$ cat src/hdl/slice_pipe_ctrl.sv
// ---------------------------------------------------------------------
// Valid/ready stage chain for the slice pipeline
// Exports one load enable per stage; datapath regs must use them
// flush_i drops every valid bit, stage payload is left as is
// NumPipeRegs = 0 gives a purely combinational pass-through
// ---------------------------------------------------------------------
`timescale 1ns/10ps
`default_nettype none

module slice_pipe_ctrl #(
  parameter int unsigned NumPipeRegs = 2,
  parameter type         tag_t       = logic,
  parameter type         aux_t       = logic
) (
  input  logic                   clk_i,
  input  logic                   arst_n_i,
  input  logic                   in_valid_i,
  output logic                   in_ready_o,
  input  tag_t                   tag_i,
  input  aux_t                   aux_i,
  input  logic                   flush_i,
  output logic                   out_valid_o,
  input  logic                   out_ready_i,
  output tag_t                   tag_o,
  output aux_t                   aux_o,
  output logic [NumPipeRegs-1:0] stage_en_o,
  output logic                   busy_o
);

  // Index 0 is the input side, index i the output of register stage i
  logic valid [0:NumPipeRegs];
  logic ready [0:NumPipeRegs];
  tag_t tag_q [0:NumPipeRegs];
  aux_t aux_q [0:NumPipeRegs];

  assign valid[0] = in_valid_i;
  assign tag_q[0] = tag_i;
  assign aux_q[0] = aux_i;

  assign ready[NumPipeRegs] = out_ready_i;

  // -------------------------------------------------------------------
  // Register stages
  // -------------------------------------------------------------------
  for (genvar i = 0; i < NumPipeRegs; i++) begin : gen_stage
    // A stage can take new data when empty or when it is draining
    assign ready[i]      = ready[i+1] | ~valid[i+1];
    assign stage_en_o[i] = ready[i] & valid[i];

    always_ff @(posedge clk_i or negedge arst_n_i) begin
      if (!arst_n_i) begin
        valid[i+1] <= 1'b0;
      end else if (flush_i) begin
        valid[i+1] <= 1'b0;
      end else if (ready[i]) begin
        valid[i+1] <= valid[i];
      end
    end

    always_ff @(posedge clk_i) begin
      if (stage_en_o[i]) begin
        tag_q[i+1] <= tag_q[i];
        aux_q[i+1] <= aux_q[i];
      end
    end
  end

  if (NumPipeRegs == 0) begin : gen_no_stage
    assign stage_en_o = '0;
  end

  assign in_ready_o  = ready[0];
  assign out_valid_o = valid[NumPipeRegs];
  assign tag_o       = tag_q[NumPipeRegs];
  assign aux_o       = aux_q[NumPipeRegs];

  always_comb begin
    busy_o = 1'b0;
    for (int i = 1; i <= int'(NumPipeRegs); i++) begin
      busy_o = busy_o | valid[i];
    end
  end

  // -------------------------------------------------------------------
  // Checks
  // -------------------------------------------------------------------
  if (NumPipeRegs > 0) begin : gen_checks
    // Stalled output must hold until the consumer takes it
    assert property (@(posedge clk_i) disable iff (!arst_n_i)
      (out_valid_o && !out_ready_i && !flush_i) |=> (out_valid_o && $stable(tag_o)));
  end

endmodule

`default_nettype wire

$ cat config.mk
export PLATFORM = sky130hd
export DESIGN_NAME = slice_pipe_ctrl
export DESIGN_NICKNAME = d
export VERILOG_FILES = /design/src/hdl/slice_pipe_ctrl.sv
export SDC_FILE = /design/constraint.sdc
export NUM_CORES = 1
export LEC_CHECK = 0
export ABC_CLOCK_PERIOD_IN_PS = 2450
export BUFFER_PORTS_ARGS = -buffer_cell sky130_fd_sc_hd__buf_2
export CAP_MARGIN = 20
export CORE_AREA = 2 2 39 41
export CTS_CLUSTER_SIZE = 8
export DETAILED_ROUTE_END_ITERATION = 10
export DIE_AREA = 0 0 41 43
export PLACE_DENSITY_LB_ADDON = 0.08
export SKIP_CTS_REPAIR_TIMING = 1
export SLEW_MARGIN = 25
export SYNTH_ARGS = -nofsm -noshare
export SYNTH_HDL_FRONTEND = slang
export SYNTH_SLANG_ARGS = --single-unit
$ cat constraint.sdc
create_clock -name clk_i -period 2.45 [get_ports clk_i]
set_input_delay 0.245 -clock clk_i [delete_from_list [all_inputs] [get_ports clk_i]]
set_output_delay 0.245 -clock clk_i [all_outputs]
set_load 0.1 [all_outputs]
### After elaboration in Yosys (flattened, before gate mapping)

Cells that the tools add are included.

* register bits after elaboration: 6
* bits of input ports: 7
* output and inout port bits: 7
* logic and storage cells: 19

* mux-type cells: 4
* bitwise logic cells: 7
* reduce and logical (&&, ||, !) cells: 2

Operator list (count)
* $mux W1: 4
* $reduce_bool A2 Y1: 2
* $or A1 B1 Y1: 3
* $and A1 B1 Y1: 2
* $not A1 Y1: 2

### Depth between registers and ports, before layout

* depth after elaboration: 5
* mapped depth: 2
* gate-level depth less buffers: 2

### Worst setup path after synthesis

Ideal clock, no wire load.

* path type: reg-to-reg
* start: register valid (netlist bit out_valid_o)
* end: register aux_q (netlist bit aux_o) (enable)
* setup time: 0.391 ns
* data arrival time: 1.797 ns
* data required time: 2.059 ns
* setup slack: 0.261 ns
* stages on the path, launching flop included: 3
* buffers on the path: 0
* period minus slack after synthesis: 2.189 ns
* cell sequence: dfrtp_1 nand2b_1 and2_1

* word-level cells in the longest chain between the ends: 3

RTL lines
* from (decl): RTL line 31 `logic valid [0:NumPipeRegs];`
* from (signal, indexed assignment): RTL line 56 `valid[i+1] <= valid[i];`
* $not A1 Y1: RTL line 47 `assign ready[i] = ready[i+1] | ~valid[i+1];`
* $or A1 B1 Y1: RTL line 47
* $and A1 B1 Y1: RTL line 48 `assign stage_en_o[i] = ready[i] & valid[i];`
* named net stage_en_o[1]: RTL line 26 `output logic [NumPipeRegs-1:0] stage_en_o,`
* to (signal, indexed assignment): RTL line 63 `aux_q[i+1] <= aux_q[i];`
* to (decl): RTL line 34 `aux_t aux_q [0:NumPipeRegs];`

The timed path passes the listed nets, and every way through them passes these cells.
A chain may end at the register's enable or synchronous reset.

### Final worst setup path

* start: register valid (netlist bit out_valid_o)
* end: output port stage_en_o[1]

* word-level cells in the longest chain between the ends: 3

RTL lines (RTL line)
* $not A1 Y1: 47
* $or A1 B1 Y1: 47
* $and A1 B1 Y1: 48
* to (decl): 26

Every way passes these cells.

==> impl_metrics.tcl <==
set metrics [dict create \
    regArea_um2 170.2 \
    layout_common_cells "13 x buf_2, 4 x edfxtp_1, 3 x clkbuf_4" \
    path_clk_slew_ns 0.04 \
    syn-num-nets 22 \
    peakVddDrop_uv 218.2 \
    avgViaCountPerCell 3.367 \
    synth_seq_area_share 0.7120 \
    wl_per_cell_um 8.143 \
    hpwlAfterDp_um 337.2 \
    worstPathCellList "nand2b_1 -> and2_1 -> buf_2" \
    p_leak_nw 0.1843 \
    clkLatencyLatePin_ns 0.24 \
    multi_input_comb_area_um2 61.31 \
    drive_gt1_frac 0.5758 \
    hold_depth 2 \
    hold_viol_final 0 \
    max-slew-margin-rel 0.6788 \
    ant_nets 0 \
    status "completed" \
    whs_ns 0.1716 \
    finalNetCount 41 \
    crit_cells 3 \
    start_kind "register" \
    critPathCaptureType "output pin" \
    rsz0062_at_grt "no" \
    cts_num_sinks 6 \
    ff2ff_path_depth 2 \
    grt.overflow.total 0 \
    max_freq_mhz 613.0 \
    dr.first_iter.drc_count 2 \
    start_util 0.1727 \
    crit_family "buffers and inverters" \
    hold_path.class "input port to register" \
    power.total_w 0.0002806 \
    routed_wl_um 399 \
    cpPeakStageDelay_ns 0.44 \
    fin_crit_sh 0.6658 \
    die_w_um 41 \
    worst_pin_slew_ns 0.4852 \
    num_vias 165 \
    root_buffer "clkbuf_4" \
    yosysWarnings 0 \
    drv_cap 0 \
    slowest_stage "buf_2" \
    gp_congestion 0.5645 \
    cp_num_buf_inv 1 \
    drc 0 \
    core.rowCount 14 \
    required_ns 2.20 \
    finalCriticalPeriod_ns 1.631 \
    cp.arrival_ns 1.39 \
    r2r-start "out_valid_o" \
    grt_max_degree 5 \
    htreeDepth 1 \
    syn-cell-area_um2 239.0 \
    crit_start "out_valid_o" \
    finalSetupTns_ns 0 \
    syn_avg_cell_area_um2 15.93 \
    cts_tree "done" \
    final_common_cell "buf_2" \
    cts.path.max_buffers 2 \
    powerDensity_nw_per_um2 778.7 \
    grt_pass1_wl_um 586 \
    grt_util_all_layers 0.05662 \
    yosysTopAreaCell "edfxtp_1" \
    netlist_top_cells_area "edfxtp_1 50%, dfrtp_1 21%, nand3b_4 8.4%, a21oi_2 3.7%, and2_4 3.7%" \
    setup_viol 0 \
    min_from "flush_i" \
    ios 14 \
    numCtsBuffers 3 \
    critical_path_class "register to output pin" \
    portBuffers 13 \
    ys_seq_elements 6 \
    grt_pass1_vias 141 \
    dieHeight_um 43 \
    n_antenna_cell 0 \
    fillCellCount 156 \
    drt_first_pass_iters 4 \
    antenna_found_initial 0 \
    worst-path-max-fanout 4 \
    finClkSkew_ns 0.005472 \
    finalMaxSlewViolations 0 \
    synth.distinct_cells 10 \
    synth_top_cell_area_share 0.5026 \
    core_um2 1384 \
    area_growth_pct 50.79 \
    synthCells 15 \
    dieArea_um2 1763 \
]
-- per-layer routing --
| metal | global-route usage | vias up | part of all wire |
|---|---|---|---|
| met1 | 0.04934 | 71 | 0.41 |
| met4 | 0.06000 | 0 | 0 |
| met3 | 0.04712 | 0 | 0.11 |
| met5 | 0 | - | 0 |
| li1 | - | 86 | - |
| met2 | 0.07188 | 8 | 0.49 |
-- cells in the mapped netlist --
master	number
a21oi_1	1
dfrtp_1	2
and2_4	1
inv_1	2
a21oi_2	1
or2_1	1
and2_1	1
edfxtp_1	4
nand2b_1	1
nand3b_4	1
-- power by group --
part | switching, W | internal (W) | total, W | leakage (nW)
logic | 0.0000529 | 0.0000129 | 0.0000658 | 0.105
clock network | 0.0000355 | 0.0000617 | 0.0000971 | 0.0150
registers | 0.00000299 | 0.000115 | 0.000118 | 0.0644
total | 0.0000913 | 0.000189 | 0.000281 | 0.184
-- stage by stage --
stage	util	area [µm²]	worst slack [ns]	cells
3_5_place_dp	0.2342	324.1	1.057	44
4_1_cts	0.2532	350.3	0.7909	48
5_1_grt	0.2604	360.3	0.7622	49
6_report	0.2604	360.3	0.8187	49
3_3_place_gp	0.2342	324.1	1.073	44
2_1_floorplan	-	239.0	0.2614	15
-- path summary, 6_finish.rpt --
check	endpoint	slack, ns
max reg2reg	aux_o	1.46
min in group asynchronous	out_valid_o	0.32
max	stage_en_o[1]	0.82
min reg2reg	aux_o	0.41
max in group asynchronous	valid[1]	2.03
min	valid[1]	0.17
-- logic make-up after synthesis --
| family | share of synthesized area |
|---|---|
| AO/OA/AOI/OAI | 0.05758 |
| buffers and inverters | 0.03143 |
| flip-flops | 0.7121 |
| AND/OR/NAND/NOR | 0.1990 |
-- flip-flops by register name, indices dropped and copies added, names as in the netlist --
name	flops
valid	1
tag_q	1
aux_q	1
aux_o	1
tag_o	1
out_valid_o	1
-- area by class of cell --
class,count,area share
clock buffers,4,0.07292
well taps,16,0.05556
multi-input cells,7,0.1701
repair buffers,14,0.2083
flip-flops and latches,6,0.4722
inverters,2,0.02083
-- worst register-to-register path, delay by kind of cell, from the launching register on --
kind          cells  cell delay [ns]
simple gates      2             0.29
flops             1             0.41
Note: power is estimated with default switching activity, not from simulation.
