[config.mk]
export PLATFORM = sky130hd
export DESIGN_NAME = result_pack
export DESIGN_NICKNAME = d
export VERILOG_FILES = /design/src/hdl/fp_fmt_pkg.sv /design/src/hdl/slice_op_pkg.sv /design/src/hdl/result_pack.sv
export SDC_FILE = /design/constraint.sdc
export NUM_CORES = 1
export LEC_CHECK = 0
export BUFFER_PORTS_ARGS = -buffer_cell sky130_fd_sc_hd__buf_4
export CAP_MARGIN = 20
export CELL_PAD_IN_SITES_DETAIL_PLACEMENT = 0
export CELL_PAD_IN_SITES_GLOBAL_PLACEMENT = 1
export CORE_AREA = 8 8 56 92
export DETAILED_ROUTE_END_ITERATION = 6
export DIE_AREA = 0 0 64 100
export GPL_TIMING_DRIVEN = 0
export PLACE_DENSITY_LB_ADDON = 0.25
export SETUP_SLACK_MARGIN = 0.05
export SLEW_MARGIN = 20
export SYNTH_ARGS = -nofsm -noshare
export SYNTH_HDL_FRONTEND = slang
export SYNTH_SLANG_ARGS = --single-unit
[constraint.sdc]
create_clock -name vclk -period 0.8
set_input_delay 0.04 -clock vclk [all_inputs]
set_output_delay 0.04 -clock vclk [all_outputs]
set_load 0.005 [all_outputs]
[src/hdl/fp_fmt_pkg.sv]
// ---------------------------------------------------------------------
// Float formats and status flags shared by the whole slice
// Only FP32 and FP16 exist; the datapath is fixed at 32 bits
// Two SIMD lanes, the upper one only ever holds FP16
// ---------------------------------------------------------------------
`default_nettype none

package fp_fmt_pkg;

  // Datapath and lane geometry
  localparam int unsigned FLEN      = 32;
  localparam int unsigned NUM_LANES = 2;

  localparam int unsigned FP32_WIDTH = 32;
  localparam int unsigned FP16_WIDTH = 16;

  typedef enum logic [0:0] {
    FP32 = 1'b0,
    FP16 = 1'b1
  } fp_fmt_e;

  // Canonical quiet NaNs
  localparam logic [FP32_WIDTH-1:0] FP32_QNAN = 32'h7FC0_0000;
  localparam logic [FP16_WIDTH-1:0] FP16_QNAN = 16'h7E00;

  // IEEE 754 exception flags, in the usual fflags order
  typedef struct packed {
    logic nv;
    logic dz;
    logic of;
    logic uf;
    logic nx;
  } status_t;

endpackage

`default_nettype wire
[src/hdl/slice_op_pkg.sv]
// ---------------------------------------------------------------------
// Operation encoding and request/aux records of the non-comp slice
// Depends on fp_fmt_pkg, which must be compiled first
// ---------------------------------------------------------------------
`default_nettype none

package slice_op_pkg;

  typedef enum logic [2:0] {
    SGNJ  = 3'd0,
    SGNJN = 3'd1,
    SGNJX = 3'd2,
    MIN   = 3'd3,
    MAX   = 3'd4
  } noncomp_op_e;

  // One request as presented at the slice input
  typedef struct packed {
    noncomp_op_e                          op;
    fp_fmt_pkg::fp_fmt_e                  fmt;
    logic                                 vectorial;
    logic [fp_fmt_pkg::FLEN-1:0]          a;
    logic [fp_fmt_pkg::FLEN-1:0]          b;
    logic [fp_fmt_pkg::NUM_LANES-1:0]     simd_mask;
  } slice_req_t;

  // Side data that rides along the control pipeline
  typedef struct packed {
    fp_fmt_pkg::fp_fmt_e                  fmt;
    logic [fp_fmt_pkg::NUM_LANES-1:0]     lane_active;
  } slice_aux_t;

endpackage

`default_nettype wire

[src/hdl/result_pack.sv]
// ---------------------------------------------------------------------
// Packs lane results by format and folds lane flags into one status
// Unused FP16 upper half is NaN-boxed with ones
// Flags count only from lanes that were active and masked in
// ---------------------------------------------------------------------
`timescale 1ns/10ps
`default_nettype none

module result_pack (
  input  logic [fp_fmt_pkg::NUM_LANES-1:0][fp_fmt_pkg::FLEN-1:0] lane_result_i,
  input  fp_fmt_pkg::status_t [fp_fmt_pkg::NUM_LANES-1:0]        lane_status_i,
  input  logic [fp_fmt_pkg::NUM_LANES-1:0]                       lane_mask_i,
  input  slice_op_pkg::slice_aux_t                               aux_i,
  output logic [fp_fmt_pkg::FLEN-1:0]                            result_o,
  output fp_fmt_pkg::status_t                                    status_o,
  output logic                                                   extension_bit_o
);

  localparam int unsigned HW = fp_fmt_pkg::FP16_WIDTH;

  logic [HW-1:0] upper_half;

  // Lane 1 only contributes when it actually ran
  assign upper_half = aux_i.lane_active[1] ? lane_result_i[1][HW-1:0] : '1;

  always_comb begin
    if (aux_i.fmt == fp_fmt_pkg::FP32) begin
      result_o = lane_result_i[0];
    end else begin
      result_o = {upper_half, lane_result_i[0][HW-1:0]};
    end
  end

  // -------------------------------------------------------------------
  // Status collapse
  // -------------------------------------------------------------------
  always_comb begin
    fp_fmt_pkg::status_t acc;
    acc = '0;
    for (int unsigned k = 0; k < fp_fmt_pkg::NUM_LANES; k++) begin
      if (aux_i.lane_active[k] && lane_mask_i[k]) begin
        acc = acc | lane_status_i[k];
      end
    end
    status_o = acc;
  end

  // All results are floats, always NaN-boxed
  assign extension_bit_o = 1'b1;

endmodule

`default_nettype wire

== Word level (Yosys, flattened, before mapping) ==
Cells that the tools add are included.
Word-level totals
  output and inout port bits: 38
  bits in registers: 0
Cells by class
  muxes and demuxes: 4
  reduce and logical (&&, ||, !) cells: 2
  bitwise gates (word level): 1
Operator list (count)
  32-bit two-way mux: 1
  16-bit two-way mux: 1
  5-bit two-way mux: 2
  5-bit OR: 1
  1-bit logical AND: 2

== Logic depth before layout (Yosys ltp) ==
Gate-level depths: netlist of the first run.
  depth in word-level cells: 4
  gate-level depth with buffers: 4

== Worst setup path before layout of the first run ==
Ideal clock, no wire load.
  kind: input to output
  from: in aux_i[2] in the netlist's numbering
  to: out result_o[22] in the netlist's numbering
  buffers on the path: 2
  cell stages on the path: 3
  slack: 0.238 ns
  arrival time: 0.522 ns
  cell sequence: buf_6 -> buf_4 -> o22a_1
Between the ends
  cells in the longest elaborated chain, start to end: 1
Ends and longest elaborated chain
  start: declaration: RTL line result_pack.sv:13  | input slice_op_pkg::slice_aux_t aux_i,
  32-bit two-way mux: RTL line result_pack.sv:27  | if (aux_i.fmt == fp_fmt_pkg::FP32) begin
  end: declaration: RTL line result_pack.sv:14  | output logic [fp_fmt_pkg::FLEN-1:0] result_o,
Every way passes these cells.

== Final worst setup path of the first run ==
  from: in aux_i[2] in the netlist's numbering
  to: out result_o[29] in the netlist's numbering
Same word-level chain as after synthesis.

==> metrics.md, run 1 <==
| Metric | Value |
|---|---|
| Outcome | completed |
| Gr usage total | 0.07088 |
| Initial drt markers | 8 |
| # fillers | 405 |
| Critical Path RT | 760 ps |
| Slowest cell on crit path | o22a_1 |
| Avg Inst Size Synth | 8.133 µm² |
| Syn-to-layout area delta | 191.0% |
| Vias after detailed routing | 698 |
| Number of I/O pins | 117 |
| Remaining routing DRC violations | 0 |
| Antenna cells | 0 |
| Initial antenna violation count | 0 |
| # port buffers | 83 |
| Fraction of layout cells with a size suffix above 1 | 0.8140 |
| Yosys warnings | 0 |
| DPL Wire Length | 2.429 mm |
| Maximum VDD drop | 0.0001987 V |
| Tmin final | 703.9 ps |
| Power Dens Cells | 547.7 nW/µm² |
| Core ar. | roughly 3900 µm² |
| First-pass GRT wire length | 3.946 mm |
| Final Hold Viols | 0 |
| Worst setup path category | in -> out |
| Gpl congestion | 0.7577 |
| Via density | 3.944 |
| Post-synthesis xor/xnor area fraction | 0 |
| Post-CTS Setup Inserts | 0 |
| CP bufs+invs | 3 |
| TNS Setup | 0 ps |
| DRT Pass-1 Iters | 4 |
| Worst Setup Start Kind | input port |
| Hold Path Depth | 2 |
| Synth Area in Adders | 0 |
| Setup ws final | 96.09 ps |
| Grt total ovfl | 0 |
| Worst EP arrival | 660 ps |
| Crit-path max FO | 10 |
| Crit-path cells | buf_12 -> nand2_8 -> buf_8 -> o22a_1 -> buf_4 |
| CLK BUF | 0 |
| Max Slew Vio Count | 0 |
| Element type at the critical path end | output pin |
| Fmax | ~1.4 GHz |
| Largest stage delay on the critical path | 180 ps |
| Register area share after synthesis | 0 |
| Final setup vio count | 0 |
| Initial core utilization | 0.09676 |
| Part of the cycle the worst path needs | 0.8799 |
| Largest family of logic cells by synthesized area | compound AO/OA/AOI/OAI gates |
| Unrepaired setup endpoints after global routing | no |
| Hold endpoint | result_o[10] |
| Syn_nets | roughly 130 |
| Register Area | 0 µm² |
| Rows | 30 |
| Cell Count, Final, Fillers Out | 177 |
| Hold Crit Class | in -> out |
| Sequential cell count | 0 |
| Static leakage | 0.5667 nW |
| Final Util | 0.2816 |
| Synth Area in Simple Gates | 0.05686 |
| Family with the most delay on the worst path | buffers and inverters |
| Post-synth cell types | 10 |
| Die area | 6400 µm² |
| Per-cell routed wire length | ~15 µm |
| Mux contribution to synthesized area | 0 |
| Final ANT Viol Nets | 0 |
| Worst hold path startpoint | lane_result_i[10] |
| Final wirelength | 2.577 mm |
| Die Ht | 100 µm |
| Placed cells | 177 |
| Max cap viols | 0 |
| Largest net degree at the start of global routing | 11 |
| Synthesized cell area | roughly 370 µm² |
| Number of global-route vias before repair | 807 |
| Final Net Count | 210 |
| Compound-Gate Fraction of Synth Area | 0.5017 |
| Cells after synthesis | 46 |
| DP Worst Slack | 28.16 ps |
| Fin Hold WS | 248.0 ps |
| Die Width | 64 µm |
what timing repair did:
item | in CTS | in global routing
endpoints found under the hold margin | 0 | 0
endpoints found under the setup margin | 5 | 11
hold buffers | 0 | 0
resized for setup | 2 | 6
routing by layer:
layer | part of all wire | vias up | track usage
li1 | - | 329 | -
met1 | 0.32 | 294 | 0.06431
met3 | 0.17 | 2 | 0.04353
met2 | 0.50 | 73 | 0.1329
met5 | 0 | - | 0
met4 | 0.012 | 0 | 0.006908
stage by stage:
stage | total power, mW | area [µm²]
6_report | 0.5962 | 1089
3_5_place_dp | 0.5857 | 1057
5_1_grt | 0.6445 | 1089
4_1_cts | 0.5897 | 1060
2_1_floorplan | 0.1996 | 374.1
3_3_place_gp | 0.5823 | 1057
cells in the mapped netlist (all sizes together):
cell    n  area, µm²
and2    1      6.260
buf    20      157.7
a32o    5      50.05
inv     1      3.750
o22a   15      131.4
a31oi   1      6.260
conb    1      3.750
nand2   1      11.26
nor2    1      3.750
report_power, final:
part / switching, mW / internal (mW)
clock: 0 / 0
sequential: 0 / 0
combinational: 0.177 / 0.419
layout by cell type, fill, tap and decap left out:
master | netlist | routed
nand2_8 | 0 | 1
buf_4 | 18 | 99
o22a_1 | 15 | 15
buf_6 | 2 | 2
inv_1 | 1 | 1
buf_12 | 0 | 1
and2_4 | 0 | 1
a31oi_1 | 1 | 1
buf_8 | 0 | 1
conb_1 | 1 | 1
nor2_1 | 1 | 1
a32o_1 | 5 | 5
how the worst max path moves through the flow:
stage / startpoint / to / slack, ps / cells after the start
floorplan: aux_i[2] / result_o[22] / 240 / 3
global placement: aux_i[1] / status_o[4] / 40 / 4
detailed placement: aux_i[1] / status_o[4] / 30 / 4
CTS: aux_i[2] / result_o[25] / 60 / 5
global route: aux_i[2] / result_o[24] / 60 / 5
finish: aux_i[2] / result_o[29] / 100 / 5
logic make-up (layout without fill, tap and decap cells):
family,Yosys count,count (layout)
buffers and inverters,21,104
and+or+nand+nor,3,3
other,1,1
AOI/OAI and AO/OA,21,21
final cells by class:
type | instances | area [µm²] | area share
Buffer | 20 | 173.9 | 0.1598
Inverter | 1 | 3.754 | 0.003448
Multi-Input combinational cell | 25 | 224.0 | 0.2057
Tap cell | 48 | 60.06 | 0.05517
Timing Repair Buffer | 83 | 626.9 | 0.5759
Note: power is estimated with default switching activity, not from simulation.
==> run 2: changes to the inputs <==
--- a/config.mk
+++ b/config.mk
@@ -13,7 +13,7 @@
 export DETAILED_ROUTE_END_ITERATION = 6
 export DIE_AREA = 0 0 64 100
 export GPL_TIMING_DRIVEN = 0
-export PLACE_DENSITY_LB_ADDON = 0.25
+export PLACE_DENSITY_LB_ADDON = 0.1
 export SETUP_SLACK_MARGIN = 0.05
 export SLEW_MARGIN = 20
 export SYNTH_ARGS = -nofsm -noshare
==> run 2 against run 1 <==
Combinational power is 2% lower. Setup slack worse by 13 ps. Hold slack worse by 0.54 ps. Via count is 4.2% lower. Routed wire length is 1.6% higher. Core utilization is 0.61 points lower. First-iteration DRC count is 63% lower. Largest power group unchanged. Power is 2.4% lower. Maximum frequency is 1.8% lower. Non-clock buffer count is 1 lower. Design area is 2.2% lower. Die area stayed put.
==> metrics.md, run 2 (synthesized netlist as in run 1, its figures left out) <==
| Metric | Value |
|---|---|
| Outcome | completed |
| Final Util | 0.2754 |
| Die Ht | 100 µm |
| Gr usage total | 0.07133 |
| First-pass GRT wire length | between 3 and 4 mm |
| Switching Fraction | 0.2997 |
| Pint | 0.4076 mW |
| Power Dens Cells | 546.6 nW/µm² |
| TNS Setup | 0 ps |
| Worst setup path category | in -> out |
| Fraction of layout cells with a size suffix above 1 | 0.8125 |
| DPL Wire Length | 2.398 mm |
| # port buffers | 83 |
| Via density | 3.801 |
| Most common cell after layout, fill and taps aside | buf_4 |
| Hold Path Depth | 2 |
| Final wirelength | 2.618 mm |
| Max Slew Vio Count | 0 |
| Remaining routing DRC violations | 0 |
| Gpl congestion | between 0.6 and 0.7 |
| Die area | about 6400 µm² |
| Initial antenna violation count | 0 |
| Number of I/O pins | ~120 |
| Placed cells | 177 |
| # fillers | 421 |
| Unrepaired setup endpoints after global routing | no |
| Worst hold path startpoint | lane_result_i[5] |
| Most used cell, CP | buf_4 |
| Clock power frac | 0 |
| Per-cell routed wire length | 14.88 µm |
| Sequential cell count | 0 |
| Hold Crit Class | in -> out |
| DRT Pass-1 Iters | 2 |
| Combinational cell fraction of total power | 1.000 |
| Final Net Count | 209 |
| Initial core utilization | 0.09676 |
| Grt total ovfl | 0 |
| Switch Pwr | 0.1745 mW |
| Final Hold Viols | 0 |
| Maximum VDD drop | 0.0001515 V |
| Met2 Routed Length | 1.448 mm |
| Static leakage | approximately 0.56 nW |
| Top Layer Used | met4 |
| Die Width | 64 µm |
| Final setup vio count | 0 |
| Reg power frac | 0 |
| Fin Hold WS | 247.5 ps |
| Worst Setup Start Kind | input port |
| Worst EP arrival | between 600 and 700 ps |
| CLK BUF | 0 |
| Most frequent cells in the layout | buf_4 (100), o22a_1 (15), a32o_1 (5) |
| Initial drt markers | 3 |
| Slowest cell on crit path | a32o_1 |
| Vias after detailed routing | between 600 and 700 |
| Max cap viols | 0 |
| Tmin final | around 720 ps |
| Met3 WL | 338 µm |
| Number of global-route vias before repair | 773 |
| Critical Path RT | approximately 760 ps |
| Placed cell area | around 1100 µm² |
| Rows | 30 |
| Fmax | 1.394 GHz |
| Register Area | 0 µm² |
| Part of the cycle the worst path needs | 0.8964 |
| Element type at the critical path end | output pin |
| Post-CTS Setup Inserts | 0 |
| Crit-path cells | buf_4 -> and2_4 -> a32o_1 -> buf_4 |
| Final ANT Viol Nets | 0 |
| Hold endpoint | result_o[5] |
| Cell Count, Final, Fillers Out | 176 |
| DRT met1 WL | 794 µm |
| Area occupied by multi-input gates | 224.0 µm² |
| Final instance area | 1065 µm² |
| Crit-path max FO | 5 |
| Hold_buf cts | 0 |
| Core ar. | 3866 µm² |
| Antenna cells | 0 |
| Largest net degree at the start of global routing | 11 |
| PostCTS Resize Cnt | 3 |
| Largest stage delay on the critical path | 210 ps |
| Syn-to-layout area delta | 184.6% |
run 2: stage by stage:
| step | total power [mW] | worst slack [ps] |
|---|---|---|
| after floorplan | 0.1996 | 238.3 |
| after global placement | 0.5816 | 42.24 |
| after detailed placement | 0.5868 | 34.55 |
| after CTS | 0.5964 | 50.87 |
| after global routing | 0.6278 | 55.79 |
| final | 0.5820 | 82.88 |
run 2: per-layer routing:
layer | GRT usage | vias to the layer above
li1 | - | 326
met1 | 0.06238 | 289
met2 | 0.1430 | 52
met3 | 0.03348 | 2
met4 | 0.008636 | 0
met5 | 0 | -
run 2: worst max-delay path by stage:
stage,from,endpoint,slack [ps]
final,aux_i[1],status_o[4],80
after global routing,aux_i[1],status_o[4],60
after CTS,aux_i[2],result_o[29],50
after detailed placement,aux_i[1],status_o[4],30
after global placement,aux_i[1],status_o[4],40
after floorplan,aux_i[2],result_o[22],240
run 2: worst max-delay path: cells and delay by family:
kind                   cells  cell delay (ps)
AO/OA/AOI/OAI              1              210
buffers and inverters      2              270
AND/OR/NAND/NOR            1              160
run 2: final cells by class:
type / count / share of cell area
Multi-Input combinational cell: 25 / 0.2103
Buffer: 19 / 0.1445
Timing Repair Buffer: 83 / 0.5852
Tap cell: 48 / 0.05640
Inverter: 1 / 0.003525
run 2: power groups by stage:
stage | combinational [mW] | sequential (mW) | clock [mW]
5_1_grt | 0.628 | 0 | 0
6_report | 0.582 | 0 | 0
3_3_place_gp | 0.582 | 0 | 0
4_1_cts | 0.596 | 0 | 0
3_5_place_dp | 0.587 | 0 | 0
2_1_floorplan | 0.200 | 0 | 0
