===== config.mk =====
export PLATFORM = sky130hd
export DESIGN_NAME = noncomp_lane
export DESIGN_NICKNAME = d
export VERILOG_FILES = /design/src/hdl/fp_fmt_pkg.sv /design/src/hdl/slice_op_pkg.sv /design/src/hdl/noncomp_lane.sv
export SDC_FILE = /design/constraint.sdc
export NUM_CORES = 1
export LEC_CHECK = 0
export BUFFER_PORTS_ARGS = -buffer_cell sky130_fd_sc_hd__buf_4
export CAP_MARGIN = 0
export CORE_MARGIN = 2
export CORE_UTILIZATION = 41
export CTS_CLUSTER_SIZE = 10
export DETAILED_ROUTE_END_ITERATION = 8
export GPL_ROUTABILITY_DRIVEN = 0
export PLACE_DENSITY_LB_ADDON = 0.12
export SLEW_MARGIN = 40
export SYNTH_ARGS = -nofsm -noshare
export SYNTH_HDL_FRONTEND = slang
export SYNTH_SLANG_ARGS = --single-unit

===== constraint.sdc =====
create_clock -name clk_i -period 0.8 [get_ports clk_i]
set_input_delay 0.08 -clock clk_i [delete_from_list [all_inputs] [get_ports clk_i]]
set_output_delay 0.08 -clock clk_i [all_outputs]
set_load 0.01 [all_outputs]

===== src/hdl/fp_fmt_pkg.sv =====
// ---------------------------------------------------------------------
// Float formats and status flags shared by the whole slice
// Only FP32 and FP16 exist; the datapath is fixed at 32 bits
// Two SIMD lanes, the upper one only ever holds FP16
// ---------------------------------------------------------------------
`default_nettype none

package fp_fmt_pkg;

  // Datapath and lane geometry
  localparam int unsigned FLEN      = 32;
  localparam int unsigned NUM_LANES = 2;

  localparam int unsigned FP32_WIDTH = 32;
  localparam int unsigned FP16_WIDTH = 16;

  typedef enum logic [0:0] {
    FP32 = 1'b0,
    FP16 = 1'b1
  } fp_fmt_e;

  // Canonical quiet NaNs
  localparam logic [FP32_WIDTH-1:0] FP32_QNAN = 32'h7FC0_0000;
  localparam logic [FP16_WIDTH-1:0] FP16_QNAN = 16'h7E00;

  // IEEE 754 exception flags, in the usual fflags order
  typedef struct packed {
    logic nv;
    logic dz;
    logic of;
    logic uf;
    logic nx;
  } status_t;

endpackage

`default_nettype wire

===== src/hdl/slice_op_pkg.sv =====
// ---------------------------------------------------------------------
// Operation encoding and request/aux records of the non-comp slice
// Depends on fp_fmt_pkg, which must be compiled first
// ---------------------------------------------------------------------
`default_nettype none

package slice_op_pkg;

  typedef enum logic [2:0] {
    SGNJ  = 3'd0,
    SGNJN = 3'd1,
    SGNJX = 3'd2,
    MIN   = 3'd3,
    MAX   = 3'd4
  } noncomp_op_e;

  // One request as presented at the slice input
  typedef struct packed {
    noncomp_op_e                          op;
    fp_fmt_pkg::fp_fmt_e                  fmt;
    logic                                 vectorial;
    logic [fp_fmt_pkg::FLEN-1:0]          a;
    logic [fp_fmt_pkg::FLEN-1:0]          b;
    logic [fp_fmt_pkg::NUM_LANES-1:0]     simd_mask;
  } slice_req_t;

  // Side data that rides along the control pipeline
  typedef struct packed {
    fp_fmt_pkg::fp_fmt_e                  fmt;
    logic [fp_fmt_pkg::NUM_LANES-1:0]     lane_active;
  } slice_aux_t;

endpackage

`default_nettype wire


===== src/hdl/noncomp_lane.sv =====
// ---------------------------------------------------------------------
// One SIMD lane for sign injection and min/max
// Works at 32 bits only for FP32 with HasFp32 set, else at 16 bits
// Result is computed up front, then delayed by NumPipeRegs stages
// ---------------------------------------------------------------------
`timescale 1ns/10ps
`default_nettype none

module noncomp_lane #(
  parameter int unsigned NumPipeRegs = 2,
  parameter bit          HasFp32     = 1'b1
) (
  input  logic                          clk_i,
  input  logic                          arst_n_i,
  input  slice_op_pkg::noncomp_op_e     op_i,
  input  fp_fmt_pkg::fp_fmt_e           fmt_i,
  input  logic [fp_fmt_pkg::FLEN-1:0]   a_i,
  input  logic [fp_fmt_pkg::FLEN-1:0]   b_i,
  input  logic                          mask_i,
  input  logic [NumPipeRegs-1:0]        stage_en_i,
  output logic [fp_fmt_pkg::FLEN-1:0]   result_o,
  output fp_fmt_pkg::status_t           status_o,
  output logic                          mask_o
);

  logic        is32;
  logic        sign_a, sign_b, inj_sign;
  logic [30:0] mag_a, mag_b;
  logic        nan_a, nan_b, snan_a, snan_b;
  logic        a_lt_b, is_minmax;

  // Stage 0 holds the combinational result
  logic [fp_fmt_pkg::FLEN-1:0] res_q  [0:NumPipeRegs];
  fp_fmt_pkg::status_t         sts_q  [0:NumPipeRegs];
  logic                        mask_q [0:NumPipeRegs];

  // -------------------------------------------------------------------
  // Operand classification
  // -------------------------------------------------------------------
  assign is32   = HasFp32 && (fmt_i == fp_fmt_pkg::FP32);
  assign sign_a = is32 ? a_i[31] : a_i[15];
  assign sign_b = is32 ? b_i[31] : b_i[15];
  assign mag_a  = is32 ? a_i[30:0] : {16'b0, a_i[14:0]};
  assign mag_b  = is32 ? b_i[30:0] : {16'b0, b_i[14:0]};

  // Exponent all ones with a nonzero mantissa, quiet bit clear for sNaN
  assign nan_a  = is32 ? (&a_i[30:23] && |a_i[22:0]) : (&a_i[14:10] && |a_i[9:0]);
  assign nan_b  = is32 ? (&b_i[30:23] && |b_i[22:0]) : (&b_i[14:10] && |b_i[9:0]);
  assign snan_a = nan_a && !(is32 ? a_i[22] : a_i[9]);
  assign snan_b = nan_b && !(is32 ? b_i[22] : b_i[9]);

  // Sign-magnitude order, so -0 sorts below +0
  assign a_lt_b = (sign_a != sign_b) ? sign_a :
                  sign_a ? (mag_a > mag_b) : (mag_a < mag_b);

  assign is_minmax = (op_i == slice_op_pkg::MIN) || (op_i == slice_op_pkg::MAX);

  always_comb begin
    case (op_i)
      slice_op_pkg::SGNJN: inj_sign = ~sign_b;
      slice_op_pkg::SGNJX: inj_sign = sign_a ^ sign_b;
      default:             inj_sign = sign_b;
    endcase
  end

  always_comb begin
    sts_q[0]    = '0;
    sts_q[0].nv = is_minmax && (snan_a || snan_b);
    if (!is_minmax) begin
      res_q[0] = is32 ? {inj_sign, a_i[30:0]} : {16'hFFFF, inj_sign, a_i[14:0]};
    end else if (nan_a && nan_b) begin
      res_q[0] = is32 ? fp_fmt_pkg::FP32_QNAN : {16'hFFFF, fp_fmt_pkg::FP16_QNAN};
    end else if (nan_a) begin
      res_q[0] = b_i;
    end else if (nan_b) begin
      res_q[0] = a_i;
    end else if (op_i == slice_op_pkg::MIN) begin
      res_q[0] = a_lt_b ? a_i : b_i;
    end else begin
      res_q[0] = a_lt_b ? b_i : a_i;
    end
  end

  assign mask_q[0] = mask_i;

  // -------------------------------------------------------------------
  // Output pipeline, advanced by the control chain
  // -------------------------------------------------------------------
  for (genvar i = 0; i < NumPipeRegs; i++) begin : gen_regs
    always_ff @(posedge clk_i or negedge arst_n_i) begin
      if (!arst_n_i) begin
        sts_q[i+1]  <= '0;
        mask_q[i+1] <= 1'b0;
      end else if (stage_en_i[i]) begin
        sts_q[i+1]  <= sts_q[i];
        mask_q[i+1] <= mask_q[i];
      end
    end

    always_ff @(posedge clk_i) begin
      if (stage_en_i[i]) begin
        res_q[i+1] <= res_q[i];
      end
    end
  end

  assign result_o = res_q[NumPipeRegs];
  assign status_o = sts_q[NumPipeRegs];
  assign mask_o   = mask_q[NumPipeRegs];

endmodule

`default_nettype wire


[Yosys cells after proc, flatten, opt, wreduce, memory -nomap -nowiden]
Index checks and enable logic that the tools add are counted.
W data, S select, Z words.
Storage, ports and cells
  output and inout port bits: 38
  register bits after elaboration: 68
  logic and storage cells: 55
  input bits: 73
Operators by class
  equal/unequal tests: 5
  reductions and logical operators: 20
  $lt $le $gt $ge: 2
  muxes and demuxes: 20
  bitwise operators: 2
Operators with widths (number)
  $mux W32: 9
  $mux W31: 2
  $reduce_or A23 Y1: 2
  $gt A31 B31 Y1: 1
  $lt A31 B31 Y1: 1
  $reduce_or A10 Y1: 2
  $reduce_and A8 Y1: 2
  $reduce_and A5 Y1: 2
  $logic_and A1 B1 Y1: 8
  $mux W1: 8
  $eq A3 B2 Y1 const B: 2
  $eq A3 B1 Y1 const B: 1
  $eq A3 B3 Y1 const B: 1
  $logic_not A1 Y1: 2
  $logic_or A1 B1 Y1: 2
  $pmux W1 S2: 1
  $ne A1 B1 Y1: 1
  $not A1 Y1: 1
  $xor A1 B1 Y1: 1

[Depth between registers and ports, before layout]
Gate-level depths: netlist of the first run.
  word-level depth: 10
  gate-level depth with buffers: 14
  mapped depth without buffers: 11

[Worst setup path after synthesis of the first run]
Ideal clock, no wire load.
  path kind: input to register
  start: input port fmt_i
  end: register res_q[47] in the netlist's numbering (data pin)
  path buffers: 4
  data required time: 539 ps
  arrival: 3094 ps
  setup slack: -2555 ps
  library setup time: 261 ps
  stages on the path: 14
  path through: clkbuf_1 clkbuf_1 clkbuf_1 nor2b_1 ha_1 a21oi_1 o21ai_0 o2bb2ai_1 or4_1 o221a_2 a211oi_2 buf_2 nor3_1 a221o_1
RTL lines
  start: declaration: line noncomp_lane.sv:16  | input fp_fmt_pkg::fp_fmt_e fmt_i,
  end signal: indexed assignment: line noncomp_lane.sv:102  | res_q[i+1] <= res_q[i];
  end: declaration: line noncomp_lane.sv:33  | logic [fp_fmt_pkg::FLEN-1:0] res_q [0:NumPipeRegs];

==> summary.md, run 1 <==
| Metric | Value |
|---|---|
| Run status | `complete, but fails checks` |
| Violated checks | `negative setup slack` |
| Remaining design rule violation count | `0` |
| Reported leakage power | `between 2 and 3 nW` |
| Starting density of the core | `about 43%` |
| IO Port Bufs | `~110` |
| Detailed placer's ending HPWL | `just over 9000 µm` |
| First element of the critical path | `fmt_i` |
| Final number of max-transition violations | `0` |
| Die Y-Extent | `~110 µm` |
| Unrepaired setup endpoints after global routing | `yes` |
| Vias/cell | `between 5 and 6` |
| Post-route cell area | `about 0.007 mm²` |
| Number of maximum-capacitance violations | `0` |
| Max H-tree Level | `3` |
| Least-Margin Pin Slew | `just over 600 ps` |
| Final Instance Count excl. Fillers | `roughly 720` |
| Number of vias after detailed routing | `around 3800` |
| GR Layer Usage met1 | `between 20% and 30%` |
| FILL cells | `a little under 700` |
| Die Outline Area | `roughly 0.011 mm²` |
| Met3 layer usage reported by global route | `3.53%` |
| Wire length per cell after detailed routing | `roughly 18 µm` |
| Max frequency | `between 0.3 and 0.4 GHz` |
| Setup Viol. Count Final | `between 60 and 70` |
| Crit Path Class | `in2reg` |
| Placed insts | `around 700` |
| Inserted Clock Buffers | `9` |
| Sequential element share of the synthesized area | `~48%` |
| Type of element launching the critical path | `input port` |
| Clock tree from TritonCTS | `done` |
| Number of enable flip-flop cells after synthesis | `64` |
| Arrival time at the worst endpoint | `~2900 ps` |
| Synth Area per Inst | `around 11 µm²` |
| DR iter-0 viols | `between 200 and 250` |
| Fraction of registers with async set or reset after synthesis | `5.88%` |
| Min-Delay Startpoint | `stage_en_i[1]` |
| Clk Tree Root Cell | `sky130_fd_sc_hd__clkbuf_8` |
| Number of nets in the layout | `689` |
| Setup slack after placement | `-2390 ps` |
| Overflow left after global routing | `0` |
| Maximum number of pins on one net before global-route repair | `20` |
| Deepest clock path buffer count | `2` |
| Ys flop type | `sky130_fd_sc_hd__edfxtp_1` |
| Number of standard-cell rows in the floorplan | `36` |
| Die Span X | `about 110 µm` |
| Power per standard cell area | `between 1000 and 1500 mW/mm²` |
| Antenna violations before repair | `0` |
| Count of warnings emitted by yosys | `0` |
| Via count of the first global-routing pass | `3928` |
| Tmin final | `2750 ps` |
| Relative max-transition margin | `59.3%` |
| Synthesis-to-layout area growth | `65.0%` |
| Peak VDD IR | `about 0.72 mV` |
| Critical path required time | `just over 900 ps` |
| Crit Path Max Fanout | `13` |
| Share of post-route cells with drive strength above 1 | `between 50% and 60%` |
| Synth cell types | `47` |
| Boundary pin count | `about 110` |
| Clk_lat worst skew | `around 360 ps` |
| Std-Cell Core Area | `slightly below 0.01 mm²` |
| Final-report hold violation count | `0` |
| Post-synthesis register bit count | `68` |
| Final Routed Wirelength | `12700 µm` |
| Number of nets with antenna violations after routing | `0` |
| Clock skew | `4.58 ps` |
| Global routing met2 resource utilization | `slightly above 40%` |
| Endpoint class of the critical path | `flip-flop` |
| Ratio of final minimum period to clock period | `344%` |
| Area of the mapped netlist | `roughly 0.0042 mm²` |
| Layer with the highest usage after global routing | `met2` |
| Global router's overall resource usage | `23.4%` |
| First-pass GRT wire length | `between 15000 and 20000 µm` |
| R2r startpoint | `status_o[4]$_DFFE_PN0P_` |
| Clock-pin transition on the worst setup and hold timing paths | `around 80 ps` |
| Number of optimization iterations in the first detailed-route pass | `5` |
| Count of clock tree sinks | `~70` |
| Cell area reported after detailed placement | `~0.0061 mm²` |
| Sum of internal, switching and leakage power | `about 10 mW` |
| Post-Syn Instances | `between 300 and 400` |
| Number of inserted diodes | `0` |
| Type of the most critical hold path | `in2reg` |
| Worst setup margin | `-1950 ps` |
[critical path, stage by stage]
cell                        delay, ps
sky130_fd_sc_hd__buf_12           120
sky130_fd_sc_hd__buf_6            130
sky130_fd_sc_hd__nand2b_4         140
sky130_fd_sc_hd__ha_4             240
sky130_fd_sc_hd__nand4_1          180
sky130_fd_sc_hd__o21bai_1         110
sky130_fd_sc_hd__o2bb2ai_2        150
sky130_fd_sc_hd__or4_4            540
sky130_fd_sc_hd__o221a_4          150
sky130_fd_sc_hd__buf_6            120
sky130_fd_sc_hd__a211oi_4         310
sky130_fd_sc_hd__nor3b_4           90
sky130_fd_sc_hd__buf_12           160
sky130_fd_sc_hd__buf_12           130
sky130_fd_sc_hd__a22o_1           180
[cells by family (layout without fill, tap and decap cells)]
kind of cell,after synthesis,after routing,share of synthesized area (%)
flip-flops,68,68,48.1
AND/OR/NAND/NOR,123,124,17.0
adder cells (fa/ha/maj),31,31,9.23
multiplexers,6,6,1.58
AO/OA/AOI/OAI,77,77,13.4
other,1,4,0.0893
buffers and inverters,76,280,10.6
[power by group]
group | internal, mW | leakage [nW] | switching [mW]
combinational | 1.73 | 2.22 | 1.39
sequential | 4.33 | 0.679 | 0.110
clock | 1.09 | 0.0832 | 1.32
total | 7.15 | 2.99 | 2.82
[worst paths after layout]
check / endpoint / slack [ps] / cells after the start
min reg2reg: result_o[4]$_DFFE_PP_ / 420 / 0
max: res_q[34]$_DFFE_PP_ / -1950 / 15
max in group asynchronous: mask_q[1]$_DFFE_PN0P_ / 660 / 2
min in group asynchronous: status_o[4]$_DFFE_PN0P_ / 50 / 2
max reg2reg: status_o[4]$_DFFE_PN0P_ / -70 / 2
min: result_o[27]$_DFFE_PP_ / 30 / 1
[cells in the final DEF, fill, tap and decap left out, types with 4 or more instances in the layout]
cell type,n
sky130_fd_sc_hd__a21oi_1,13
sky130_fd_sc_hd__a21oi_2,12
sky130_fd_sc_hd__a221o_1,13
sky130_fd_sc_hd__a22o_1,9
sky130_fd_sc_hd__buf_12,9
sky130_fd_sc_hd__buf_16,4
sky130_fd_sc_hd__buf_4,185
sky130_fd_sc_hd__buf_6,36
sky130_fd_sc_hd__clkbuf_8,9
sky130_fd_sc_hd__clkinv_2,4
sky130_fd_sc_hd__conb_1,4
sky130_fd_sc_hd__dfrtp_1,4
sky130_fd_sc_hd__edfxtp_1,64
sky130_fd_sc_hd__ha_1,18
sky130_fd_sc_hd__ha_4,13
sky130_fd_sc_hd__inv_1,26
sky130_fd_sc_hd__mux2_2,5
sky130_fd_sc_hd__nand2_1,22
sky130_fd_sc_hd__nand2b_4,15
sky130_fd_sc_hd__nand3_1,4
sky130_fd_sc_hd__nand4_1,12
sky130_fd_sc_hd__nor2_1,8
sky130_fd_sc_hd__nor2b_2,6
sky130_fd_sc_hd__nor2b_4,5
sky130_fd_sc_hd__nor3_1,7
sky130_fd_sc_hd__nor4_1,12
sky130_fd_sc_hd__nor4_2,4
sky130_fd_sc_hd__nor4_4,5
sky130_fd_sc_hd__o21ai_0,7
[metrics by stage]
step | setup TNS [ps] | utilization (%) | hold WS (ps)
floorplan | -66590 | - | -216
global placement | -75540 | 61.5 | -123
detailed placement | -76280 | 61.5 | -121
CTS | -64030 | 68.5 | 13.8
global route | -70270 | 70.2 | 20.6
finish | -67190 | 70.2 | 28.9
[flip-flops by register name (all words and copies together), names as in the netlist]
register / flops
status_o: 1
result_o: 32
mask_q: 1
res_q: 32
mask_o: 1
sts_q: 1
[layout make-up]
cell class                 count  area [µm²]  share of cell area, %
tap                          133         166                   2.40
multi-input combinational    242        2360                   34.0
timing repair buffer         237        2120                   30.6
clock buffer                  10         128                   1.84
clock inverter                 6        31.3                  0.451
sequential                    68        2020                   29.2
inverter                      27         106                   1.53
[cells in the mapped netlist (all sizes together) (6+ instances only)]
| cell | count | area share [%] |
|---|---|---|
| edfxtp | 64 | 46 |
| buf | 44 | 7.7 |
| ha | 31 | 9.2 |
| inv | 27 | 2.4 |
| a21oi | 25 | 3.1 |
| nand2 | 23 | 2.1 |
| nor4 | 21 | 4.0 |
| nand2b | 17 | 2.5 |
| nor2b | 14 | 2.1 |
| a221o | 13 | 3.1 |
| nand4 | 12 | 1.8 |
| nor2 | 11 | 0.98 |
| o21ai | 11 | 1.3 |
| nor3 | 10 | 1.2 |
| a22o | 9 | 1.9 |
| a211oi | 6 | 1.3 |
[per-layer routing]
| layer | wire [µm] | vias to the layer above |
|---|---|---|
| li1 | - | 1820 |
| met1 | 5120 | 1844 |
| met2 | 6530 | 138 |
| met3 | 596 | 33 |
| met4 | 446 | 0 |
| met5 | 0 | - |
[what timing repair did]
action / CTS / global route
gates resized for setup: 60 / 26
buffers inserted: 11 / 8
hold endpoints to repair: 5 / 0
endpoints found under the setup margin: 67 / 68
cloned: 5 / 0
hold buffers: 2 / 0
pin swaps: 52 / 13
Note: power is estimated with default switching activity, not from simulation.
==> run 2, diff against run 1 <==
Settings changed: CORE_UTILIZATION 41 to 32, RECOVER_POWER set to 50.
==> run 2 against run 1 <==
Effect of this change:
- the flow still finishes with violations (negative setup slack)
- setup slack better by 140 ps
- clock skew decreased by 0.85 ps
- combinational power shrank 1%
- non-clock buffer count is 17 higher
- clock power up 73%
- die area rose by 27%
- critical path depth decreased by 2
- critical endpoint is now res_q[48]$_DFFE_PP_
==> summary.md, run 2 (synthesized netlist as in run 1, its figures left out) <==
| Metric | Value |
|---|---|
| Critical path required time | `880 ps` |
| Met3 layer usage reported by global route | `between 3 and 4%` |
| Number of inserted diodes | `0` |
| Peak VDD IR | `0.969 mV` |
| Sum of internal, switching and leakage power | `approximately 12 mW` |
| Clock skew | `3.73 ps` |
| Minimum hold slack | `around 85 ps` |
| Relative max-transition margin | `between 50 and 60%` |
| Clock-pin transition on the worst setup and hold timing paths | `about 50 ps` |
| Length in cells of the worst reg-to-reg path | `2` |
| Buf+Inv Stages, Crit Path | `3` |
| Max H-tree Level | `3` |
| Global routing met2 resource utilization | `between 30 and 40%` |
| Number of standard-cell rows in the floorplan | `41` |
| Number of maximum-capacitance violations | `0` |
| Series of cell instances along the critical path | `buf_16, nor2b_2, ha_4, nand4_1, o21bai_1, o2bb2ai_2, or3_4, buf_6, o221a_4, a211oi_4, nor3_4, buf_12, a221o_1` |
| Crit Path Max Fanout | `8` |
| Run status | `complete, but fails checks` |
| Min-Delay Startpoint | `a_i[7]` |
| R2r startpoint | `status_o[4]$_DFFE_PN0P_` |
| DR iter-0 viols | `187` |
| Number of nets in the layout | `about 700` |
| Global router's overall resource usage | `a little under a fifth` |
| Worst setup margin | `-1810 ps` |
| Endpoint class of the critical path | `flip-flop` |
| Die Span X | `~120 µm` |
| Unrepaired setup endpoints after global routing | `yes` |
| Final-report hold violation count | `0` |
| Overflow left after global routing | `0` |
| Type of element launching the critical path | `input port` |
| IO Port Bufs | `106` |
| Setup Viol. Count Final | `about 100` |
| Vias/cell | `around 4.8` |
| Clk Tree Root Cell | `sky130_fd_sc_hd__clkbuf_16` |
| Crit Path Class | `in2reg` |
| Remaining design rule violation count | `0` |
| Top library cells by usage in the layout, fill and taps aside | `201 x sky130_fd_sc_hd__buf_4, 64 x sky130_fd_sc_hd__edfxtp_1, 35 x sky130_fd_sc_hd__buf_6` |
| Tmin final | `about 2600 ps` |
| Clock tree from TritonCTS | `done` |
| Number of vias after detailed routing | `roughly 3800` |
| Least-Margin Pin Slew | `620 ps` |
| Most common cell after layout, fill and taps aside | `sky130_fd_sc_hd__buf_4` |
| Boundary pin count | `approximately 110` |
| Maximum cell stage delay along the critical path | `380 ps` |
| Final Core Density | `between 50% and 60%` |
| Type of the most critical hold path | `in2reg` |
| Std-Cell Core Area | `between 0.01 and 0.015 mm²` |
| Count of clock tree sinks | `68` |
| Die Y-Extent | `119 µm` |
| Max frequency | `around 0.38 GHz` |
| GR Layer Usage met1 | `between 20% and 30%` |
| Arrival time at the worst endpoint | `2680 ps` |
| Ratio of final minimum period to clock period | `326%` |
| Layer with the highest usage after global routing | `met2` |
| Via count of the first global-routing pass | `about 4000` |
| Final number of max-transition violations | `0` |
| Violated checks | `negative setup slack` |
| Maximum number of pins on one net before global-route repair | `28` |
| Reported leakage power | `3.10 nW` |
| Wire length per cell after detailed routing | `~17 µm` |
| Synthesis-to-layout area growth | `70.7%` |
| Setup slack after placement | `-2490 ps` |
| Share of post-route cells with drive strength above 1 | `58.1%` |
| Critical-path cell with the highest stage delay | `sky130_fd_sc_hd__or3_4` |
| Deepest clock path buffer count | `2` |
| Detailed placer's ending HPWL | `around 10000 µm` |
| Starting density of the core | `33.0%` |
| Reg2reg setup slack | `-80 ps` |
| Min-Delay Endpoint | `res_q[39]$_DFFE_PP_` |
| Power per standard cell area | `between 1500 and 2000 mW/mm²` |
| Number of nets with antenna violations after routing | `0` |
| Inserted Clock Buffers | `9` |
| Final Routed Wirelength | `between 10000 and 15000 µm` |
| CP delay by family, top | `compound AO/OA/AOI/OAI gates` |
| First-pass GRT wire length | `20500 µm` |
| Antenna violations before repair | `0` |
| Reg2Reg Capture Point | `status_o[4]$_DFFE_PN0P_` |
| Hold Crit Depth | `2` |
| Die Outline Area | `approximately 0.014 mm²` |
| Number of optimization iterations in the first detailed-route pass | `4` |
| Clk_lat worst skew | `roughly 330 ps` |
run 2: cell count changes in the layout (fill, tap and decap cells not counted), moves of 4 or more:
cell and change:
sky130_fd_sc_hd__clkbuf_8 -8, sky130_fd_sc_hd__buf_4 +16, sky130_fd_sc_hd__clkbuf_16 +9, sky130_fd_sc_hd__clkbuf_1 +6, sky130_fd_sc_hd__buf_12 -5, sky130_fd_sc_hd__nor4_2 +4
run 2: area by class of cell:
class                      count  area, µm²
clock inverter                 4       73.8
timing repair buffer         254       2160
inverter                      27        106
clock buffer                  12        236
multi-input combinational    241       2360
sequential                    68       2020
fill                        1121       5550
tap                          172        215
run 2: worst max path at each step:
stage               cells after the start                  end   from  slack (ps)
detailed placement                     13  res_q[32]$_DFFE_PP_  fmt_i       -2490
floorplan                              14  res_q[47]$_DFFE_PP_  fmt_i       -2160
finish                                 13  res_q[48]$_DFFE_PP_  fmt_i       -1810
CTS                                    14  res_q[48]$_DFFE_PP_  fmt_i       -1810
global route                           14  res_q[42]$_DFFE_PP_  fmt_i       -1920
global placement                       13  res_q[33]$_DFFE_PP_  fmt_i       -2470
run 2: per-stage QoR:
stage	instances	area, µm²	TNS [ps]
final	778	7170	-62100
after global routing	778	7170	-68040
after CTS	775	7100	-61960
after detailed placement	735	6210	-79050
after global placement	735	6200	-79060
after floorplan	385	4640	-66590
run 2: per-layer routing:
metal	wire, µm	vias up
met5	0	-
met1	5310	1810
li1	-	1854
met2	6980	89
met3	420	10
met4	189	0
run 2: power breakdown:
| part | switching [mW] | internal, mW | total, mW | leakage (nW) |
|---|---|---|---|---|
| logic | 1.36 | 1.73 | 3.09 | 2.27 |
| registers | 0.110 | 4.33 | 4.44 | 0.679 |
| clock network | 1.45 | 2.73 | 4.18 | 0.151 |
run 2: repair_timing:
action / CTS / global route
cloned: 4 / 0
endpoints found under the setup margin: 67 / 68
resized for setup: 67 / 19
buffers inserted: 19 / 3
endpoints found under the hold margin: 5 / 0
pin swaps: 40 / 8
hold buffers: 2 / 0
==> run 3, diff against run 2 <==
Settings changed: BUFFER_PORTS_ARGS -buffer_cell sky130_fd_sc_hd__buf_4 to -buffer_cell sky130_fd_sc_hd__buf_2.
==> run 3 against run 2 <==
Effect of this change:
- the run still ends with negative setup slack left
- count of clock-buffer cells in the layout fell by 3
- setup slack worse by 43 ps
- sequential power about the same
- hold slack improved by 14 ps
- non-clock buffer count is 7 lower
- sequential share of layout area rose by 1.5 points
- utilization shrank 2.9 points
- global-route usage is 0.77 points lower
- critical path type unchanged
- largest cell class unchanged
==> summary.md, run 3 (synthesized netlist as in run 1, its figures left out) <==
| Metric | Value |
|---|---|
| Clk_lat worst skew | `approximately 330 ps` |
| Clock tree from TritonCTS | `done` |
| Power per standard cell area | `around 1600 mW/mm²` |
| Starting density of the core | `between 30% and 40%` |
| Ratio of final minimum period to clock period | `331%` |
| Type of element launching the critical path | `input port` |
| Number of maximum-capacitance violations | `0` |
| Die Y-Extent | `119 µm` |
| Most common cell after layout, fill and taps aside | `sky130_fd_sc_hd__buf_4` |
| Reported leakage power | `2.96 nW` |
| Antenna violations before repair | `0` |
| DR iter-0 viols | `~200` |
| Max frequency | `between 0.3 and 0.4 GHz` |
| Endpoint class of the critical path | `flip-flop` |
| Die Span X | `around 120 µm` |
| Min-Delay Endpoint | `res_q[39]$_DFFE_PP_` |
| Wire length per cell after detailed routing | `between 15 and 20 µm` |
| First-pass GRT wire length | `19800 µm` |
| R2r startpoint | `status_o[4]$_DFFE_PN0P_` |
| Type of the most critical hold path | `in2reg` |
| Inserted Clock Buffers | `9` |
| Share of post-route cells with drive strength above 1 | `between 50% and 60%` |
| Placed insts | `736` |
| Detailed placer's ending HPWL | `slightly below 10000 µm` |
| Top library cells by usage in the layout, fill and taps aside | `109 x sky130_fd_sc_hd__buf_4, 101 x sky130_fd_sc_hd__buf_2, 64 x sky130_fd_sc_hd__edfxtp_1` |
| GR Layer Usage met1 | `between 20% and 30%` |
| Via count of the first global-routing pass | `about 3900` |
| Clock-pin transition on the worst setup and hold timing paths | `~50 ps` |
| Critical path required time | `880 ps` |
| Clk Tree Root Cell | `sky130_fd_sc_hd__clkbuf_16` |
| Clock skew | `a little under 2 ps` |
| Global router's overall resource usage | `18.1%` |
| Reg2reg setup slack | `-80 ps` |
| Count of clock tree sinks | `68` |
| FILL cells | `approximately 1200` |
| Final Instance Count excl. Fillers | `771` |
| Maximum number of pins on one net before global-route repair | `18` |
| Number of optimization iterations in the first detailed-route pass | `4` |
| Final Core Density | `53.5%` |
| Number of standard-cell rows in the floorplan | `between 40 and 50` |
| Crit Path Max Fanout | `8` |
| Crit Path Class | `in2reg` |
| Arrival time at the worst endpoint | `roughly 2700 ps` |
| Layer with the highest usage after global routing | `met2` |
| Number of nets with antenna violations after routing | `0` |
| Final number of max-transition violations | `0` |
| Unrepaired setup endpoints after global routing | `yes` |
| Number of inserted diodes | `0` |
| Final Routed Wirelength | `12600 µm` |
| Setup Viol. Count Final | `97` |
| Met3 layer usage reported by global route | `under 10%` |
| Violated checks | `negative setup slack` |
| IO Port Bufs | `approximately 110` |
| Min-Delay Startpoint | `a_i[7]` |
| Length in cells of the worst reg-to-reg path | `2` |
| Minimum hold slack | `between 90 and 100 ps` |
| Peak VDD IR | `between 1 and 1.5 mV` |
| Least-Margin Pin Slew | `732 ps` |
| Number of vias after detailed routing | `3699` |
| Global routing met2 resource utilization | `31.9%` |
| Reg2Reg Capture Point | `status_o[4]$_DFFE_PN0P_` |
| Die Outline Area | `roughly 0.014 mm²` |
| Std-Cell Core Area | `approximately 0.013 mm²` |
| Vias/cell | `approximately 4.8` |
| Number of nets in the layout | `698` |
| Final-report hold violation count | `0` |
| Deepest clock path buffer count | `2` |
| Remaining design rule violation count | `0` |
| Hold Crit Depth | `2` |
| Max H-tree Level | `3` |
| Boundary pin count | `111` |
| Synthesis-to-layout area growth | `62.0%` |
| Overflow left after global routing | `0` |
| Relative max-transition margin | `about half` |
| Run status | `complete, but fails checks` |
| Tmin final | `2650 ps` |
| Worst setup margin | `-1850 ps` |
[run 3: worst max-delay path, cell delays in order]
cell                        delay, ps
sky130_fd_sc_hd__buf_16           140
sky130_fd_sc_hd__buf_12           140
sky130_fd_sc_hd__nand2b_4         140
sky130_fd_sc_hd__ha_4             220
sky130_fd_sc_hd__nand4_1          170
sky130_fd_sc_hd__nor3_2            80
sky130_fd_sc_hd__o2bb2ai_2        140
sky130_fd_sc_hd__or4_4            570
sky130_fd_sc_hd__o221a_4          160
sky130_fd_sc_hd__a211oi_4         270
sky130_fd_sc_hd__nor3_4           120
sky130_fd_sc_hd__clkbuf_16        180
sky130_fd_sc_hd__a221o_1          310
[run 3: timing repair]
item | CTS | global route
endpoints found under the hold margin | 5 | 0
pin swaps | 23 | 31
resized for setup | 44 | 24
setup buffers | 8 | 6
endpoints found under the setup margin | 67 | 67
gates cloned | 5 | 1
hold buffers | 2 | 0
[run 3: power breakdown]
part / switching [mW] / internal [mW]
sequential: 0.0867 / 4.33
clock: 1.50 / 2.42
combinational: 1.35 / 1.49
total: 2.93 / 8.23
[run 3: layer usage]
layer,routed length [µm],vias to the layer above
met2,6480,103
met1,5320,1734
met3,522,18
met4,288,0
li1,-,1844
met5,0,-
[run 3: metrics by stage]
step	setup WS, ps	cell area [µm²]	power [mW]	setup TNS (ps)
after global routing	-1920	6810	11.7	-68070
after CTS	-1850	6710	11.2	-62050
after global placement	-2440	5960	6.90	-80050
after floorplan	-2160	4640	5.86	-66590
final	-1850	6810	11.2	-63990
after detailed placement	-2390	5970	6.94	-78140
[run 3: final cells by class]
type	instances	area, µm²	share of cell area, %
Sequential cell	68	2020	29.7
Clock inverter	7	75.1	1.10
Inverter	27	106	1.56
Tap cell	172	215	3.16
Timing Repair Buffer	247	1840	27.0
Clock buffer	9	225	3.31
Multi-Input combinational cell	241	2320	34.1
[run 3: worst max-delay path by stage]
stage	from	to
after floorplan	fmt_i	res_q[47]$_DFFE_PP_
after global placement	fmt_i	res_q[37]$_DFFE_PP_
after detailed placement	fmt_i	res_q[33]$_DFFE_PP_
after CTS	fmt_i	res_q[44]$_DFFE_PP_
after global routing	fmt_i	res_q[50]$_DFFE_PP_
final	fmt_i	res_q[43]$_DFFE_PP_
